==> src/board_pkg.sv <==
package board_pkg;

	localparam int BUS_ADR_W      = 15;                  // Byte address bits 15:1.
	localparam int RAM_ADDR_W     = 13;
	localparam int KBD_FIFO_DEPTH = 16;
	localparam int KBD_PTR_W      = $clog2(KBD_FIFO_DEPTH);
	localparam int PS2_FRAME_BITS = 11;
	localparam int PS2_CNT_W      = $clog2(PS2_FRAME_BITS);

	// Window compare widths, taken from the top of the word address.
	localparam int RAM_CMP_W = 2;
	localparam int REG_CMP_W = 12;

	localparam logic [RAM_CMP_W-1:0] PROG_BASE = 2'b00;    // 0000-3FFF.
	localparam logic [RAM_CMP_W-1:0] VID_BASE  = 2'b11;    // C000-FFFF.
	localparam logic [REG_CMP_W-1:0] KBD_BASE  = 12'hB00;  // B000-B00F.
	localparam logic [REG_CMP_W-1:0] GPIO_BASE = 12'hB01;  // B010-B01F.

	typedef logic [15:0] word_t;

	typedef struct packed {
		logic                 cyc;
		logic                 stb;
		logic                 we;
		logic [1:0]           sel;
		logic [BUS_ADR_W-1:0] adr;
		word_t                dat;
	} bus_req_t;

	typedef struct packed {
		logic  ack;
		word_t dat;
	} bus_rsp_t;

	typedef struct packed {
		logic prog;
		logic kbd;
		logic gpio;
		logic vid;
	} slave_stb_t;

	// Port bit 3 down to bit 0.
	typedef struct packed {
		logic sd_clk;
		logic mosi;
		logic cs;
		logic led;
	} sd_out_t;

	typedef struct packed {
		logic miso;
		logic wp;
		logic cd;
	} sd_in_t;

endpackage
==> src/bus_fabric.sv <==
`timescale 1ns/1ps

module bus_fabric import board_pkg::*; (
	input  logic       clk_i,
	input  logic       arst_n_i,
	input  bus_req_t   bus_req_i,
	output slave_stb_t stb_o,
	input  bus_rsp_t   prog_rsp_i,
	input  bus_rsp_t   vid_rsp_i,
	input  bus_rsp_t   gpio_rsp_i,
	input  bus_rsp_t   kbd_rsp_i,
	output bus_rsp_t   bus_rsp_o
);

	localparam int DW = $bits(word_t);

	logic cycle;
	logic any_hit;
	logic [RAM_CMP_W-1:0] ram_tag;
	logic [REG_CMP_W-1:0] reg_tag;

	assign cycle   = bus_req_i.cyc & bus_req_i.stb;
	assign ram_tag = bus_req_i.adr[BUS_ADR_W-1 -: RAM_CMP_W];
	assign reg_tag = bus_req_i.adr[BUS_ADR_W-1 -: REG_CMP_W];

	assign stb_o.prog = cycle & (ram_tag == PROG_BASE);
	assign stb_o.vid  = cycle & (ram_tag == VID_BASE);
	assign stb_o.kbd  = cycle & (reg_tag == KBD_BASE);
	assign stb_o.gpio = cycle & (reg_tag == GPIO_BASE);

	assign any_hit = |stb_o;

	// Nothing decoded, so the cycle ends right away and reads zero.
	assign bus_rsp_o.ack = (stb_o.prog & prog_rsp_i.ack) |
		(stb_o.vid & vid_rsp_i.ack) |
		(stb_o.kbd & kbd_rsp_i.ack) |
		(stb_o.gpio & gpio_rsp_i.ack) |
		(cycle & ~any_hit);

	assign bus_rsp_o.dat = ({DW{stb_o.prog}} & prog_rsp_i.dat) |
		({DW{stb_o.vid}} & vid_rsp_i.dat) |
		({DW{stb_o.kbd}} & kbd_rsp_i.dat) |
		({DW{stb_o.gpio}} & gpio_rsp_i.dat);

	a_stb_onehot: assert property (
		@(posedge clk_i) disable iff (!arst_n_i)
		$onehot0(stb_o)
	);

endmodule

==> config.mk <==
export PLATFORM = sky130hd
export DESIGN_NAME = bus_fabric
export DESIGN_NICKNAME = d
export VERILOG_FILES = /design/src/board_pkg.sv /design/src/bus_fabric.sv
export SDC_FILE = /design/constraint.sdc
export NUM_CORES = 1
export LEC_CHECK = 0
export ABC_AREA = 1
export BUFFER_PORTS_ARGS = -buffer_cell sky130_fd_sc_hd__buf_2
export CAP_MARGIN = 20
export CORE_UTILIZATION = 30
export DETAILED_ROUTE_END_ITERATION = 8
export GPL_TIMING_DRIVEN = 0
export PLACE_DENSITY = 0.91
export SLEW_MARGIN = 5
export SYNTH_ARGS = -nofsm -noshare
export SYNTH_HDL_FRONTEND = slang
export SYNTH_SLANG_ARGS = --single-unit
==> constraint.sdc <==
create_clock -name vclk -period 2.3
set_input_delay 0.23 -clock vclk [all_inputs]
set_output_delay 0.23 -clock vclk [all_outputs]
set_load 0.05 [all_outputs]
### Word level (Yosys, flattened, before mapping)

Index checks and enable logic that the tools add are counted.

* output and inout bits: 21
* logic and storage cells: 27
* register bits: 0

* equal/unequal tests: 3
* reduce and logical (&&, ||, !) cells: 2
* bitwise gates (word level): 22

Operators by type and width (count)
* $and A16 B16 Y16: 4
* $or A16 B16 Y16: 3
* $eq A12 B12 Y1 const B: 2
* $and A1 B1 Y1: 10
* $or A1 B1 Y1: 4
* $reduce_or A4 Y1: 1
* $eq A2 B2 Y1 const B: 1
* $logic_not A2 Y1: 1
* $not A1 Y1: 1

### Longest topological paths before layout

* depth in word-level cells: 7
* mapped depth: 9
* mapped depth without buffers: 8

### Worst setup path after synthesis

No wires, ideal clock.

* path kind: input to output
* start point: in bus_req_i[22] (netlist bit)
* end point: out bus_rsp_o[10] (netlist bit)
* arrival time: 1.392 ns
* setup slack: 0.678 ns
* data required time: 2.070 ns
* stages on the path: 8
* buffers on the path: 1
* cell sequence: nor2_1 -> nand2_1 -> nor2_1 -> nand2_4 -> inv_6 -> buf_6 -> nand2_1 -> nand3b_1

RTL lines
* start, declared: RTL line bus_fabric.sv:6 `input bus_req_t bus_req_i,`
* end, declared: RTL line bus_fabric.sv:12 `output bus_rsp_t bus_rsp_o`

==> impl_metrics.json <==
{
  "status": "finished clean",
  "grt-ovfl-total": 0,
  "finalCriticalPeriod_ns": 1.67,
  "grt_max_degree": 11,
  "drv_slew": 0,
  "worst_slew_pin_slew_ns": 0.267,
  "start_util": 0.334,
  "power_frac_clock": 0,
  "hold_path.class": "in2out",
  "syn_area_per_cell_sq_um": 4.84,
  "first_pass_iters": 4,
  "place_area_sq_um": 1230,
  "critPathArrivalTime_ns": 1.44,
  "max_slew_margin": 0.821,
  "cts_resized": 0,
  "peakVddDrop_v": 0.0000801,
  "drc": 0,
  "postRouteWirelength_microns": 2450,
  "fmax_mhz": 599,
  "total_power_uw": 154,
  "start_kind": "input port",
  "cts_hold_buf": 0,
  "final-setup-viol-count": 0,
  "p_seq_frac": 0,
  "rsz0062_at_grt": "false",
  "area_growth_pct": 80.6,
  "via_per_inst": 4.39,
  "synth_nets": 247,
  "power.leakage_nw": 0.860,
  "synth_warnings": 0,
  "maxCapViolCount": 0,
  "hold_slack_ns": 0.872,
  "ant_nets": 0,
  "critPathSlowestCell": "buf_2",
  "track_usage": 0.199,
  "power_frac_comb": 1.000,
  "io_pins": 127,
  "synthDominantCellAreaShare": 0.501,
  "setup_ws_ns": 0.631,
  "cts_setup_buffers": 0,
  "wl_per_cell_microns": 9.04,
  "powerDensity_nw_per_um2": 125,
  "yosys-top-cells-area": "nand2_1, nand3b_1, nor2_1",
  "seqCellArea_sq_um": 0,
  "grt_pass1_wl_microns": 4060,
  "drive_above_1_share": 0.488,
  "dieArea_sq_um": 2470,
  "fin_crit_sh": 0.726,
  "synth_area_leader_cell": "nand2_1",
  "synth_cell_types": 16,
  "cp_max_fo": 10,
  "critical_path_required_ns": 2.07,
  "grt_pass1_vias": 1059,
  "num-clock-buffers": 0,
  "dr.first_iter.drc_count": 14,
  "cpPeakStageDelay_ns": 0.26,
  "internal_power_uw": 70.1,
  "nets": 352,
  "nFlopsAndLatches": 0,
  "grt_antenna_before_repair": 0,
  "crit_type": "in2out",
  "cp_cell_sequence": "buf_2, nor2_1, nand2_1, nor2_1, nand2_4, inv_6, buf_6, nand2_1, nand3b_1, buf_2",
  "dp_slack_ns": 0.613,
  "final_cell_area_sq_um": 1230,
  "finalHoldViolations": 0,
  "sw_frac_of_total": 0.546,
  "p_sw_uw": 84.4,
  "gp_congestion": 0.826,
  "coreArea_sq_um": 2040,
  "setup_tns_ns": 0,
  "seq_area_frac_synth": 0,
  "syn_inst": 141,
  "portBuffers": 103,
  "die_w_microns": 49.7,
  "dpl.hpwl_microns": 2150,
  "syn-cell-area_sq_um": 682,
  "antenna_cells": 0,
  "vias": 1189,
  "rows": 16,
  "worstSetupEndpointType": "output pin",
  "die_h_microns": 49.7
}
cells in the mapped netlist:
cell type / count
nor2_1: 8
buf_4: 2
nand2_1: 91
inv_6: 1
inv_1: 6
nor2_8: 1
inv_4: 1
inv_2: 2
nand3b_1: 16
nor2_2: 2
nand2_4: 2
buf_12: 1
nand2_2: 2
nor2_4: 1
buf_6: 1
nand3_1: 4
critical path, delay by kind of cell:
family / cells / cell delay (ns)
buffers and inverters: 4 / 0.57
and+or+nand+nor: 6 / 0.63
path summary, 6_finish.rpt:
check | from | endpoint | slack [ns] | depth (start not counted)
worst max-delay path | bus_req_i[22] | bus_rsp_o[11] | 0.63 | 10
worst min-delay path | kbd_rsp_i[15] | bus_rsp_o[15] | 0.87 | 4
layer usage:
metal	routed length, microns	vias up	GRT usage
li1	-	636	-
met1	947	494	0.212
met2	1270	57	0.405
met5	0	-	0
met4	13	0	0.0190
met3	220	2	0.0340
layout make-up:
type,count,area (sq um)
repair buffers,103,515
fillers,215,811
inverters,10,45.0
well taps,27,33.8
plain buffers,4,46.3
multi-input cells,127,591
cell usage in the layout, fill, tap and decap left out:
cell type / count
inv_2: 2
nor2_4: 1
nor2_1: 8
nand3b_1: 16
buf_12: 1
buf_4: 2
nand2_1: 91
nand3_1: 4
inv_1: 6
nor2_2: 2
nand2_2: 2
inv_6: 1
nand2_4: 2
buf_2: 103
nor2_8: 1
inv_4: 1
buf_6: 1
through the flow:
step	util	cells
final	0.603	271
after CTS	0.603	271
after detailed placement	0.603	271
after global routing	0.603	271
after floorplan	-	141
after global placement	0.603	271
cell families after synthesis:
logic type | after synthesis | synth area share
simple gates | 127 | 0.866
buf+inv | 14 | 0.134
power groups by stage:
stage	clock, mW	sequential [mW]	combinational [mW]
after global placement	0	0	0.152
after floorplan	0	0	0.0723
after global routing	0	0	0.169
after detailed placement	0	0	0.155
after CTS	0	0	0.155
final	0	0	0.154
(Power assumes the default switching activity.)
