File: config.mk
export PLATFORM = sky130hd
export DESIGN_NAME = gpio_port
export DESIGN_NICKNAME = d
export VERILOG_FILES = /design/src/board_pkg.sv /design/src/gpio_port.sv
export SDC_FILE = /design/constraint.sdc
export NUM_CORES = 1
export LEC_CHECK = 0
export BUFFER_PORTS_ARGS = -buffer_cell sky130_fd_sc_hd__buf_2
export CORE_MARGIN = 3
export CORE_UTILIZATION = 27
export DETAILED_ROUTE_END_ITERATION = 12
export GPL_ROUTABILITY_DRIVEN = 0
export PLACE_DENSITY = 0.74
export SLEW_MARGIN = 0
export SYNTH_ARGS = -nofsm -noshare
export SYNTH_HDL_FRONTEND = slang
export SYNTH_SLANG_ARGS = --single-unit
File: constraint.sdc
create_clock -name clk_i -period 0.9 [get_ports clk_i]
set_input_delay 0.045 -clock clk_i [delete_from_list [all_inputs] [get_ports clk_i]]
set_output_delay 0.045 -clock clk_i [all_outputs]
set_load 0.01 [all_outputs]
File: src/board_pkg.sv
package board_pkg;

	localparam int BUS_ADR_W      = 15;                  // Byte address bits 15:1.
	localparam int RAM_ADDR_W     = 13;
	localparam int KBD_FIFO_DEPTH = 16;
	localparam int KBD_PTR_W      = $clog2(KBD_FIFO_DEPTH);
	localparam int PS2_FRAME_BITS = 11;
	localparam int PS2_CNT_W      = $clog2(PS2_FRAME_BITS);

	// Window compare widths, taken from the top of the word address.
	localparam int RAM_CMP_W = 2;
	localparam int REG_CMP_W = 12;

	localparam logic [RAM_CMP_W-1:0] PROG_BASE = 2'b00;    // 0000-3FFF.
	localparam logic [RAM_CMP_W-1:0] VID_BASE  = 2'b11;    // C000-FFFF.
	localparam logic [REG_CMP_W-1:0] KBD_BASE  = 12'hB00;  // B000-B00F.
	localparam logic [REG_CMP_W-1:0] GPIO_BASE = 12'hB01;  // B010-B01F.

	typedef logic [15:0] word_t;

	typedef struct packed {
		logic                 cyc;
		logic                 stb;
		logic                 we;
		logic [1:0]           sel;
		logic [BUS_ADR_W-1:0] adr;
		word_t                dat;
	} bus_req_t;

	typedef struct packed {
		logic  ack;
		word_t dat;
	} bus_rsp_t;

	typedef struct packed {
		logic prog;
		logic kbd;
		logic gpio;
		logic vid;
	} slave_stb_t;

	// Port bit 3 down to bit 0.
	typedef struct packed {
		logic sd_clk;
		logic mosi;
		logic cs;
		logic led;
	} sd_out_t;

	typedef struct packed {
		logic miso;
		logic wp;
		logic cd;
	} sd_in_t;

endpackage
File: src/gpio_port.sv
`timescale 1ns/1ps

module gpio_port import board_pkg::*; (
	input  logic     clk_i,
	input  logic     arst_n_i,
	input  logic     stb_i,
	input  bus_req_t req_i,
	input  sd_in_t   sd_in_i,
	output sd_out_t  sd_out_o,
	output bus_rsp_t rsp_o
);

	localparam int IN_W  = $bits(sd_in_t);
	localparam int OUT_W = $bits(sd_out_t);

	sd_in_t in_meta_q;
	sd_in_t in_sync_q;
	sd_out_t out_q;
	logic ack_q;
	logic out_wr;

	assign out_wr = stb_i & ack_q & req_i.we & req_i.adr[0];

	always_ff @(posedge clk_i or negedge arst_n_i) begin
		if (!arst_n_i) begin
			ack_q     <= 1'b0;
			in_meta_q <= '0;
			in_sync_q <= '0;
			out_q     <= '0;             // Card deselected, clock low.
		end else begin
			ack_q     <= stb_i & ~ack_q;
			in_meta_q <= sd_in_i;
			in_sync_q <= in_meta_q;
			if (out_wr) begin
				out_q <= sd_out_t'(req_i.dat[OUT_W-1:0]);
			end
		end
	end

	// Offset 2 is the output latch, offset 0 the card inputs.
	always_comb begin
		rsp_o.ack = ack_q;
		if (req_i.adr[0]) begin
			rsp_o.dat = {{($bits(word_t) - OUT_W){1'b0}}, out_q};
		end else begin
			rsp_o.dat = {{($bits(word_t) - IN_W){1'b0}}, in_sync_q};
		end
	end

	assign sd_out_o = out_q;

endmodule

# Word-level counts from Yosys, hierarchy flattened
# Index checks and enable logic that the tools add are counted.
[totals] regBits=11 input_bits=42 word_cells=17
[classes] bitwise=5 muxes=1
[op_table] operator="AND 1 bit" n=4
[op_table] operator="2-to-1 mux 4 bit" n=1
[op_table] operator="inverter 1 bit" n=1

# Longest topological paths before layout
[depth] ltp_word=3 mapped_depth=2

# Worst setup path after synthesis
# Ideal clock, no wire load.
[synth_path] path_type="register to register" from="register ack_q" to="register out_q, in the netlist sd_out_o[0]" path_buffers=0 required_time_ns=0.775 setup_time_ns=0.125 path_stages_with_launch=3 arrival_time_ns=0.831 path_slack_ns=-0.056 path_cell_list="dfrtp_1 -> nand4_2 -> mux2_2"
[synth_between] elab_chain_len=3
[synth_lines] element="start, declared" line_no="gpio_port.sv:19" rtl="logic ack_q;"
[synth_lines] element="start signal, assigned" line_no="gpio_port.sv:31" rtl="ack_q <= stb_i & ~ack_q;"
[synth_lines] element="AND 1 bit (3 in series)" line_no="gpio_port.sv:22" rtl="assign out_wr = stb_i & ack_q & req_i.we & req_i.adr[0];"
[synth_lines] element="end signal, assigned" line_no="gpio_port.sv:35" rtl="out_q <= sd_out_t'(req_i.dat[OUT_W-1:0]);"
[synth_lines] element="end, declared" line_no="gpio_port.sv:18" rtl="sd_out_t out_q;"
# Every way passes these cells.
# A chain may end at the register's enable or synchronous reset.

==> results.py <==
metrics = {
    "synth": {
        "seq_area_frac_synth_pct": 57.1,
        "synthCells": 35,
        "ys.flop_type": "dfrtp_1",
        "synth_cell_types": 7,
        "yosys.area.top_type": "dfrtp_1",
        "yosys_warnings": 0,
        "syn_avg_cell_area_um2": 13.8,
        "synth_top_cell_area_share_pct": 57.1,
        "synth.cell_area_um2": 482,
        "ys_top_cells_by_area": "dfrtp_1 57%, buf_4 20%, mux2_2 16%",
        "netlist_top_cells_count": "13 x buf_4, 11 x dfrtp_1, 7 x mux2_2",
        "synth_edf_count": 0,
        "synth.most_common_cell": "buf_4",
        "async_reset_ff_share_pct": 100,
        "synth_seq_cells": 11,
    },
    "detailed_routing": {
        "wl_um": 909,
        "viasPerCell": 3.55,
        "dr.pass1.iters": 1,
        "vias": 316,
        "wl_per_cell_um": 10.2,
        "drc": 0,
        "ant_nets": 0,
        "drtIter0Drc": 0,
    },
    "clock_network": {
        "clkLatencyLatePin_ns": 0.26,
        "cts.clk_slew.worst_paths_ns": 0.07,
        "clock-sinks": 11,
        "cts_buffer_depth": 2,
        "cts_tree": "yes",
        "cts_root_buf": "clkbuf_4",
        "htree_levels": 1,
        "cts_made_buffers": 3,
    },
    "critical_path": {
        "reg2reg_slack_ns": -0.09,
        "critPathKind": "flip-flop to primary output",
        "r2r-end": "sd_out_o[1]$_DFFE_PN0P_",
        "path_cells": "mux2_4, buf_6",
        "start_kind": "flip-flop",
        "worstPathArrival_ns": 1.04,
        "crit_family": "flip-flops",
        "worst-path-max-fanout": 2,
        "critPathSlowestCell": "dfrtp_1",
        "cp.required_ns": 0.85,
        "timing.rr.start": "ack_q$_DFF_PN0_",
        "critical_path_buf_inv_count": 1,
        "end_kind": "primary output",
        "r2r_cells": 2,
        "max_stage_delay_ns": 0.38,
    },
    "min_path": {
        "min_path_type": "primary input to flip-flop",
        "whs_path_depth": 2,
        "hp-start": "req_i[2]",
        "hold_end": "sd_out_o[2]$_DFFE_PN0P_",
    },
    "pwr": {
        "ir_drop_v": 0.00103,
        "swShare_pct": 25.8,
        "intPower_w": 0.00102,
        "power_density_mw_per_mm2": 1860,
        "switching_power_w": 0.000354,
        "power.leakage_nw": 0.383,
        "combPwrFrac_pct": 33.8,
        "p_clk_share_pct": 23.4,
        "power_frac_seq_pct": 42.8,
    },
    "cells_and_area": {
        "area_delta_synth_final_pct": 53.2,
        "fin_nets": 108,
        "drive_above_1_share_pct": 55.4,
        "insertedDiodeCount": 0,
        "design_area_um2": 738,
    },
    "global_routing": {
        "grt_pass1_vias": 341,
        "grt-ovfl-total": 0,
        "grt_use_total_pct": 8.66,
        "grt_start_max_net_pins": 12,
        "grt_first_pass_wirelength_um": 1340,
        "antenna_found_initial": 0,
    },
    "placement": {
        "port_buffers": 20,
        "pre_cts_ws_ns": -0.0867,
        "hpwl_um": 648,
        "dpl_cell_area_um2": 563,
    },
    "sta": {
        "setup_viol": 12,
        "fmax_mhz": 924,
        "period_share_pct": 120,
        "fin_ws_ns": -0.182,
        "finalCriticalPeriod_ns": 1.08,
        "skew_ns": 0.00316,
        "rsz0062_at_grt": "yes",
        "slew_violations": 0,
        "hold_viol_final": 0,
    },
    "status": {
        "status": "finished, violations left",
        "failed_checks": "setup timing",
    },
    "floorplan": {
        "fp.dieH_um": 48.2,
        "fp.coreArea_mm2": 0.00159,
        "die_w_um": 48.2,
        "rows": 14,
        "initial_utilization_pct": 30.2,
        "io_pins": 63,
        "die_area_mm2": 0.00233,
    },
    "job": {
        "maxCapViolations": 0,
    },
}
==> through the flow <==
stage / hold slack (ns) / power (W) / cells / TNS [ns] / utilization [%]
after global placement: -0.0828 / 0.000853 / 78 / -0.263 / 35.3
final: 0.0130 / 0.00137 / 89 / -1.06 / 46.3
after floorplan: -0.251 / 0.000774 / 46 / -0.144 / -
after detailed placement: -0.0775 / 0.000860 / 78 / -0.331 / 35.3
after CTS: 0.00556 / 0.00139 / 89 / -1.22 / 46.1
after global routing: 0.00354 / 0.00146 / 89 / -1.55 / 46.3
==> flip-flops by register name (all words and copies together) (netlist names) <==
name       flops
ack_q          1
in_sync_q      3
in_meta_q      3
sd_out_o       4
==> cells in the final DEF (no fill, tap or decap) <==
| cell type | instances |
|---|---|
| buf_6 | 10 |
| mux2_2 | 2 |
| mux2_4 | 5 |
| conb_1 | 12 |
| clkbuf_1 | 1 |
| and2_4 | 1 |
| buf_4 | 2 |
| buf_2 | 12 |
| dlygate4sd3_1 | 4 |
| nor2b_1 | 1 |
| dfrtp_1 | 11 |
| nand4_4 | 1 |
| clkbuf_4 | 3 |
==> worst max path at each step <==
stage | start | endpoint | slack, ns | cells past startpoint
floorplan | ack_q$_DFF_PN0_ | sd_out_o[0]$_DFFE_PN0P_ | -0.04 | 2
global placement | ack_q$_DFF_PN0_ | sd_out_o[0]$_DFFE_PN0P_ | -0.07 | 2
detailed placement | ack_q$_DFF_PN0_ | sd_out_o[0]$_DFFE_PN0P_ | -0.09 | 2
CTS | sd_out_o[2]$_DFFE_PN0P_ | rsp_o[2] | -0.18 | 2
global route | sd_out_o[2]$_DFFE_PN0P_ | rsp_o[2] | -0.22 | 2
finish | sd_out_o[2]$_DFFE_PN0P_ | rsp_o[2] | -0.18 | 2
==> logic make-up after synthesis <==
kind of cell           count (synthesis)  share of synthesized area [%]
buffers and inverters                 13                           20.3
DFF                                   11                           57.1
muxes                                  7                           16.4
and+or+nand+nor                        3                           5.46
other                                  1                          0.778
==> area by class of cell <==
type,count,area [µm²]
Sequential cell,11,275
Clock buffer,4,26.3
Multi-Input combinational cell,22,179
Fill cell,157,856
Tap cell,24,30.0
Timing Repair Buffer,28,228
==> worst reg2reg max path, delay by kind of cell, from the launching register on <==
family	cells	cell delay [ns]
AND/OR/NAND/NOR	1	0.12
multiplexers	1	0.34
flip-flops	1	0.41
==> what timing repair did <==
item / in CTS / in global routing
hold buffers: 4 / 0
gates cloned: 0 / 0
endpoints found under the setup margin: 9 / 12
hold endpoints to repair: 14 / 0
pin swaps: 0 / 0
resized for setup: 16 / 1
buffers inserted: 3 / 0
==> power by group through the flow <==
stage | registers, W | clock network [W] | logic [W]
after floorplan | 0.000617 | 0 | 0.000157
final | 0.000589 | 0.000321 | 0.000464
after CTS | 0.000587 | 0.000341 | 0.000461
after global routing | 0.000598 | 0.000362 | 0.000504
after global placement | 0.000595 | 0 | 0.000257
after detailed placement | 0.000599 | 0 | 0.000261
==> metal layers <==
layer,GRT usage (%),up-vias,share of wire (%)
li1,-,148,-
met1,8.74,149,34
met2,15.4,19,56
met3,2.95,0,9.8
met4,4.84,0,0
met5,0,-,0
No activity file was read; power rests on OpenSTA's default activity.
