==> config.mk <==
export PLATFORM = sky130hd
export DESIGN_NAME = kbd_interface
export DESIGN_NICKNAME = d
export VERILOG_FILES = /design/src/board_pkg.sv /design/src/kbd_interface.sv /design/src/ps2_frame_rx.sv
export SDC_FILE = /design/constraint.sdc
export NUM_CORES = 1
export LEC_CHECK = 0
export ABC_AREA = 1
export BUFFER_PORTS_ARGS = -buffer_cell sky130_fd_sc_hd__buf_2
export CAP_MARGIN = 20
export CORE_MARGIN = 2
export CORE_UTILIZATION = 64
export DETAILED_ROUTE_END_ITERATION = 12
export PLACE_DENSITY = 0.95
export RECOVER_POWER = 100
export SLEW_MARGIN = 20
export SYNTH_ARGS = -nofsm -noshare
export SYNTH_HDL_FRONTEND = slang
export SYNTH_SLANG_ARGS = --single-unit
==> constraint.sdc <==
create_clock -name clk_i -period 4 [get_ports clk_i]
set_input_delay 0.6 -clock clk_i [delete_from_list [all_inputs] [get_ports clk_i]]
set_output_delay 0.6 -clock clk_i [all_outputs]
set_load 0.02 [all_outputs]
==> src/board_pkg.sv <==
package board_pkg;

	localparam int BUS_ADR_W      = 15;                  // Byte address bits 15:1.
	localparam int RAM_ADDR_W     = 13;
	localparam int KBD_FIFO_DEPTH = 16;
	localparam int KBD_PTR_W      = $clog2(KBD_FIFO_DEPTH);
	localparam int PS2_FRAME_BITS = 11;
	localparam int PS2_CNT_W      = $clog2(PS2_FRAME_BITS);

	// Window compare widths, taken from the top of the word address.
	localparam int RAM_CMP_W = 2;
	localparam int REG_CMP_W = 12;

	localparam logic [RAM_CMP_W-1:0] PROG_BASE = 2'b00;    // 0000-3FFF.
	localparam logic [RAM_CMP_W-1:0] VID_BASE  = 2'b11;    // C000-FFFF.
	localparam logic [REG_CMP_W-1:0] KBD_BASE  = 12'hB00;  // B000-B00F.
	localparam logic [REG_CMP_W-1:0] GPIO_BASE = 12'hB01;  // B010-B01F.

	typedef logic [15:0] word_t;

	typedef struct packed {
		logic                 cyc;
		logic                 stb;
		logic                 we;
		logic [1:0]           sel;
		logic [BUS_ADR_W-1:0] adr;
		word_t                dat;
	} bus_req_t;

	typedef struct packed {
		logic  ack;
		word_t dat;
	} bus_rsp_t;

	typedef struct packed {
		logic prog;
		logic kbd;
		logic gpio;
		logic vid;
	} slave_stb_t;

	// Port bit 3 down to bit 0.
	typedef struct packed {
		logic sd_clk;
		logic mosi;
		logic cs;
		logic led;
	} sd_out_t;

	typedef struct packed {
		logic miso;
		logic wp;
		logic cd;
	} sd_in_t;

endpackage
==> src/kbd_interface.sv <==
`timescale 1ns/1ps

module kbd_interface import board_pkg::*; (
	input  logic     clk_i,
	input  logic     arst_n_i,
	input  logic     stb_i,
	input  bus_req_t req_i,
	input  logic     ps2_clk_i,
	input  logic     ps2_dat_i,
	output bus_rsp_t rsp_o
);

	logic [7:0] rx_byte;
	logic rx_valid;
	logic [7:0] fifo_mem [KBD_FIFO_DEPTH];
	logic [KBD_PTR_W-1:0] wr_ptr_q;
	logic [KBD_PTR_W-1:0] rd_ptr_q;
	logic [KBD_PTR_W:0] cnt_q;
	logic empty;
	logic full;
	logic push;
	logic pop;
	logic rd_en;
	logic ack_q;
	word_t rdata_q;

	ps2_frame_rx ps2_frame_rx_i (
		.clk_i       (clk_i),
		.arst_n_i    (arst_n_i),
		.ps2_clk_i   (ps2_clk_i),
		.ps2_dat_i   (ps2_dat_i),
		.byte_o      (rx_byte),
		.byte_valid_o(rx_valid)
	);

	assign empty = (cnt_q == '0);
	assign full  = (cnt_q == (KBD_PTR_W+1)'(KBD_FIFO_DEPTH));
	assign rd_en = stb_i & ~ack_q & ~req_i.we;
	assign push  = rx_valid & ~full;                 // Dropped when full.
	assign pop   = rd_en & req_i.adr[0] & ~empty;

	always_ff @(posedge clk_i or negedge arst_n_i) begin
		if (!arst_n_i) begin
			ack_q    <= 1'b0;
			wr_ptr_q <= '0;
			rd_ptr_q <= '0;
			cnt_q    <= '0;
		end else begin
			ack_q <= stb_i & ~ack_q;
			if (push) begin
				wr_ptr_q <= wr_ptr_q + 1'b1;
			end
			if (pop) begin
				rd_ptr_q <= rd_ptr_q + 1'b1;
			end
			case ({push, pop})
				2'b10:   cnt_q <= cnt_q + 1'b1;
				2'b01:   cnt_q <= cnt_q - 1'b1;
				default: cnt_q <= cnt_q;
			endcase
		end
	end

	always_ff @(posedge clk_i) begin
		if (push) begin
			fifo_mem[wr_ptr_q] <= rx_byte;
		end
		if (rd_en) begin
			if (!req_i.adr[0]) begin
				rdata_q <= {15'd0, ~empty};              // Status, bit 0 is ready.
			end else if (empty) begin
				rdata_q <= '0;
			end else begin
				rdata_q <= {8'd0, fifo_mem[rd_ptr_q]};
			end
		end
	end

	assign rsp_o.ack = ack_q;
	assign rsp_o.dat = rdata_q;

	a_fifo_bound: assert property (
		@(posedge clk_i) disable iff (!arst_n_i)
		cnt_q <= (KBD_PTR_W+1)'(KBD_FIFO_DEPTH)
	);

endmodule

==> src/ps2_frame_rx.sv <==
`timescale 1ns/1ps

module ps2_frame_rx import board_pkg::*; (
	input  logic       clk_i,
	input  logic       arst_n_i,
	input  logic       ps2_clk_i,
	input  logic       ps2_dat_i,
	output logic [7:0] byte_o,
	output logic       byte_valid_o
);

	logic [1:0] clk_sync_q;
	logic [1:0] dat_sync_q;
	logic clk_prev_q;
	logic fall;
	logic last_bit;
	logic frame_ok;
	logic valid_q;
	logic [PS2_CNT_W-1:0] bit_cnt_q;
	logic [PS2_FRAME_BITS-1:0] shift_q;
	logic [PS2_FRAME_BITS-1:0] frame;
	logic [7:0] byte_q;

	always_ff @(posedge clk_i or negedge arst_n_i) begin
		if (!arst_n_i) begin
			clk_sync_q <= '1;              // Both lines idle high.
			dat_sync_q <= '1;
			clk_prev_q <= 1'b1;
			bit_cnt_q  <= '0;
			valid_q    <= 1'b0;
		end else begin
			clk_sync_q <= {clk_sync_q[0], ps2_clk_i};
			dat_sync_q <= {dat_sync_q[0], ps2_dat_i};
			clk_prev_q <= clk_sync_q[1];
			valid_q    <= fall & last_bit & frame_ok;
			if (fall) begin
				bit_cnt_q <= last_bit ? '0 : bit_cnt_q + 1'b1;
			end
		end
	end

	assign fall     = clk_prev_q & ~clk_sync_q[1];
	assign last_bit = (bit_cnt_q == PS2_CNT_W'(PS2_FRAME_BITS - 1));

	// LSB first, so the start bit ends up in bit 0.
	assign frame = {dat_sync_q[1], shift_q[PS2_FRAME_BITS-1:1]};

	assign frame_ok = ~frame[0] & frame[PS2_FRAME_BITS-1] &
		(^frame[PS2_FRAME_BITS-2:1]);    // Odd parity over data and parity bit.

	always_ff @(posedge clk_i) begin
		if (fall) begin
			shift_q <= frame;
			if (last_bit) begin
				byte_q <= frame[8:1];
			end
		end
	end

	assign byte_o       = byte_q;
	assign byte_valid_o = valid_q;

endmodule

### Yosys cells after proc, flatten, opt, wreduce, memory -nomap -nowiden

Memories as Yosys holds them, arrays and structs flattened.
Cells that the tools add are included.

* output and inout bits: 17
* register bits: 59
* input port bits: 41
* memories kept: 1
* logic and storage cells: 52
* bits in writable memories: 128

* bitwise gates (word level): 17
* muxes and demuxes: 6
* reductions and logical operators: 5
* equality and inequality tests: 4
* add/subtract/negate cells: 5

Memories
* fifo_mem: depth 16, bits a word 8, read ports 1, clocked after Yosys merged registers in 0, wr ports 1, line kbd_interface.sv:15 `logic [7:0] fifo_mem [KBD_FIFO_DEPTH];`

Operator list (number)
* $add A4 B1 Y4 const B: 3
* $and A1 B1 Y1: 10
* $pmux W5 S2: 1
* $reduce_xor A9 Y1: 1
* $not A1 Y1: 7
* $add A5 B1 Y5 const B: 1
* $eq A5 B5 Y1 const B: 1
* $logic_not A5 Y1: 1
* $sub A5 B1 Y5 const B: 1
* $eq A4 B4 Y1 const B: 1
* $mux W1: 4
* $mux W4: 1
* $eq A2 B1 Y1 const B: 1
* $eq A2 B2 Y1 const B: 1
* $reduce_and A2 Y1: 1
* $reduce_bool A2 Y1: 1
* $reduce_or A2 Y1: 1

### Longest topological paths before layout

* word-level depth: 7
* mapped depth: 17
* gate-level depth less buffers: 17

### By module

From an unflattened synthesis, not the netlist that was laid out.

* cells, all modules: 639
* area, all modules: 7423.4 um2

By module, submodules not included
* kbd_interface: sequential area each 4434.3 um2, cells each 561, area each 6373.6 um2, instances 1
* ps2_frame_rx: sequential area each 797.0 um2, cells each 78, area each 1049.8 um2, instances 1

### Worst setup path before layout

No wires, ideal clock.

* path type: input -> register
* start: input stb_i
* end: register cnt_q[4]
* cell stages on the path: 16
* library setup time: 0.126 ns
* path buffers: 0
* data arrival time: 2.125 ns
* path slack: 1.749 ns
* path through: inv_1 -> nor2_1 -> nand2_1 -> nor2_1 -> nand2_1 -> inv_1 -> ha_1 -> xor2_1 -> ha_1 -> inv_1 -> nand2_1 -> nand3_1 -> nand3_1 -> nand2_1 -> nand2_1 -> o21ai_0

* longest elaborated chain between the ends: 6
* elaborated cells on any way between the ends: 8
* classes of those cells: eq/ne (2); mux (1); bitwise (4); reduce/logical (1)

RTL lines
* start: declaration: line kbd_interface.sv:6 `input logic stb_i,`
* $and A1 B1 Y1 * (2 in a row): line kbd_interface.sv:38 `assign rd_en = stb_i & ~ack_q & ~req_i.we;`
* $and A1 B1 Y1 * (2 in a row): line kbd_interface.sv:40 `assign pop = rd_en & req_i.adr[0] & ~empty;`
* net pop: line kbd_interface.sv:22 `logic pop;`
* $eq A2 B1 Y1 / $eq A2 B2 Y1 (equally long branches): line kbd_interface.sv:56 `case ({push, pop})`
* $pmux W5 S2 / $reduce_bool A2 Y1 (equally long branches)
* end signal: assignment: line kbd_interface.sv:57 `2'b10: cnt_q <= cnt_q + 1'b1;`
* end signal: assignment: line kbd_interface.sv:58 `2'b01: cnt_q <= cnt_q - 1'b1;`
* end signal: assignment: line kbd_interface.sv:59 `default: cnt_q <= cnt_q;`
* end: declaration: line kbd_interface.sv:18 `logic [KBD_PTR_W:0] cnt_q;`

Mark *: on every way through the listed nets, which the timed path passes. The rest lies on a longest branch.
A chain may end at the register's enable or synchronous reset.

### Final worst setup path

* start: register rd_ptr_q[0]
* end: register rdata_q[2] (data pin)

* longest elaborated chain between the ends: 1

RTL lines
* start: declaration: line kbd_interface.sv:17 `logic [KBD_PTR_W-1:0] rd_ptr_q;`
* start signal: assignment: line kbd_interface.sv:54 `rd_ptr_q <= rd_ptr_q + 1'b1;`
* $mem_v2 Z16 W8
* end signal: assignment: line kbd_interface.sv:70 `rdata_q <= {15'd0, ~empty};`
* end signal: assignment: line kbd_interface.sv:74 `rdata_q <= {8'd0, fifo_mem[rd_ptr_q]};`
* end: declaration: line kbd_interface.sv:25 `word_t rdata_q;`

Every way passes these cells.

==> metrics.cfg <==
[run_status]
outcome = finished, violations left
failed_checks = capacitance limit, slew limit

[global_route]
gr-total-overflow = 0
antenna_found_initial = 0
grt_pass1_wl_mm = 28.19
track_usage_pct = 30.63
grt_max_degree = 59
first_global_vias = 5212

[power_and_ir_drop]
worst_ir_drop_vdd_v = 0.0006239
leakagePower_nw = 3.033
power_density_mw_per_mm2 = 668.8

[cells_and_area]
area_delta_synth_final_pct = 9.229
multi_input_area_mm2 = 0.001821
seq_area_mm2 = 0.005231
drive_above_1_share_pct = 6.839
fillers = 666
fin_nets = 695
diodes = 0

[floorplan]
die_h_um = 111.5
rows = 39
fp.dieW_um = 111.5
core_area_mm2 = 0.01137
start_util_pct = 65.10
io_pins = 58
dieArea_mm2 = 0.01244

[worst_setup_path]
path_class = reg2reg
r2r_setup_slack_ps = 650
critPathArrivalTime_ps = 3530
cp_max_fo = 58
crit_path_start_kind = flip-flop
crit_slowest_cell = dfrtp_1
max_stage_delay_ps = 1390
r2r-end = rdata_q[2]
critPathRequiredTime_ps = 4180
critPathBufInv = 1
crit_top_cell = nor2_1
r2r_start = rd_ptr_q[0]
cp_cell_sequence = inv_4, nor2_1, nor2_1, o21ai_0, nand3_1, a21oi_1, nor2_1
end_kind = flip-flop
cpLargestDelayFamily = flip-flops
r2r_cells = 7
startpoint = rd_ptr_q[0]

[hold_path]
hold_path.class = in2reg
hold-path-endpoint = ps2_frame_rx_i.dat_sync_q[0]
worstHoldPathCells = 1
min_from = ps2_dat_i

[route]
num_vias = 5069
postRouteWirelength_mm = 18.08
ant_nets = 0
detail_route.wl_per_cell_um = 22.57
drc = 0
post_drt_via_cell_ratio = 6.328
drt_iter0_drc = 899
first_pass_iters = 6

[clock_network]
cts.sinks = 178
clk_pin_slew_ps = 70
clockBufferDepth = 2
cts_root_buf = clkbuf_16
h-tree-depth = 4
cts_hold_buf = 0
cts_buffers = 17
cts_tree = yes
cts_resized = 0
cts_setup_buffers = 0
clock_latency_ps = 440

[sta]
fin_ws_ps = 645.7
tns_ps = 0
setup_viol = 0
worst_slew_pin_slew_ps = 1575
drv_slew = 47
rsz0062_at_grt = false
relSlewSlack_pct = -4.988
period_share_pct = 83.86
finalHoldViolations = 0
fin_skew_ps = 11.98
fmax_mhz = 298.1
min_period_ps = 3354

[yosys]
synth_seq_cells = 178
seq_area_frac_synth_pct = 70.67
synth_compound_area_share_pct = 6.136
async_flop_share_pct = 13.48
muxShareOfSynthArea_pct = 0
synth_flop_cell = edfxtp_1
synth_cell_types = 32
synth_commonest_cells = edfxtp_1 (154), nor2_1 (120), nand2_1 (103), nand3_1 (46), inv_1 (37)
synth_area_leaders = edfxtp_1 (62%), dfrtp_1 (6.4%), nor2_1 (6.1%)
synthXorXnorAreaFrac_pct = 1.657
synth_warnings = 0
avgSynthCellArea_um2 = 11.69
synth_most_common_cell = edfxtp_1
syn-instance-count = 633
synthAdderAreaFrac_pct = 1.521
synthSimpleGateAreaFrac_pct = 14.99
syn-cell-area_mm2 = 0.007402
synth-edff-count = 154
synth.top_cell.area_share_pct = 62.47
synth_top_family_by_area = simple AND/OR/NAND/NOR gates
synth_area_leader_cell = edfxtp_1

[placed_design]
dp_hpwl_mm = 9.854
dp_slack_ps = 1395
port_buffers = 15
gp_congestion = 0.8218

[job]
cap_violations = 1

==> flip-flops by register name, summed over array words and instances, names as in the netlist <==
| name | cells |
|---|---|
| rd_ptr_q | 4 |
| ps2_frame_rx_i.dat_sync_q | 2 |
| ps2_frame_rx_i.clk_sync_q | 2 |
| rdata_q | 8 |
| ps2_frame_rx_i.byte_o | 8 |
| ps2_frame_rx_i.clk_prev_q | 1 |
| ps2_frame_rx_i.byte_valid_o | 1 |
| ps2_frame_rx_i.bit_cnt_q | 4 |
| ps2_frame_rx_i.shift_q | 10 |
| wr_ptr_q | 4 |
| fifo_mem | 128 |
| ack_q | 1 |
| cnt_q | 5 |
==> cells in the final DEF, fill, tap and decap left out, types with 5 or more instances in the layout <==
master,count
nand3_1,46
clkinv_4,5
o211ai_1,15
inv_1,38
o21ai_1,19
clkbuf_16,17
o21ai_0,36
xor2_1,8
conb_1,8
a21oi_1,9
nand2_1,104
clkbuf_1,12
buf_2,5
ha_1,9
edfxtp_1,154
dfrtp_1,19
xnor2_1,6
nor2_1,120
==> where the power goes <==
part	total (mW)	switching, mW	leakage, nW	internal [mW]
Combinational	1.40	0.996	1.06	0.407
Sequential	2.27	0.158	1.69	2.11
Clock	1.74	0.746	0.291	0.992
==> worst max-delay path by stage <==
stage	cells past startpoint	slack, ps	end
floorplan	16	1750	cnt_q[4]
CTS	14	1310	cnt_q[4]
detailed placement	17	1390	cnt_q[4]
global placement	17	1490	cnt_q[4]
finish	7	650	rdata_q[2]
global route	7	580	rdata_q[2]
==> cell type report <==
class / count / share of cell area, %
sequential: 178 / 64.70
multi-input combinational: 388 / 22.52
clock buffer: 18 / 5.308
clock inverter: 14 / 2.228
tap: 143 / 2.213
inverter: 41 / 1.934
timing repair buffer: 19 / 1.099
==> metrics by stage <==
stage                     power (mW)  std cells  util, %  instance area [µm²]  hold WS (ps)
after CTS                      5.348        801    71.34                 8112         137.6
after detailed placement       3.566        769    65.98                 7502         350.7
after global placement         3.462        769    65.98                 7502         347.2
after global routing           5.592        801    71.11                 8085         244.5
after floorplan                3.263        640        -                 7428         304.4
final                          5.407        801    71.11                 8085         258.5
==> cell families (layout without fill, tap and decap cells) <==
kind of cell / count (synthesis) / in the layout
other cells: 1 / 8
fa+ha+maj: 9 / 9
simple gates: 275 / 275
buf+inv: 74 / 92
flops: 178 / 178
compound gates: 82 / 82
xor+xnor: 14 / 14
==> metal layers <==
metal  track usage [%]  vias up  wire length [µm]
li1                  -     2166                 -
met1             37.22     2393              6090
met2             52.20      424              9194
met3             8.601       86              1995
met4             12.76        0               801
met5                 0        -                 0
(Power assumes the default switching activity.)
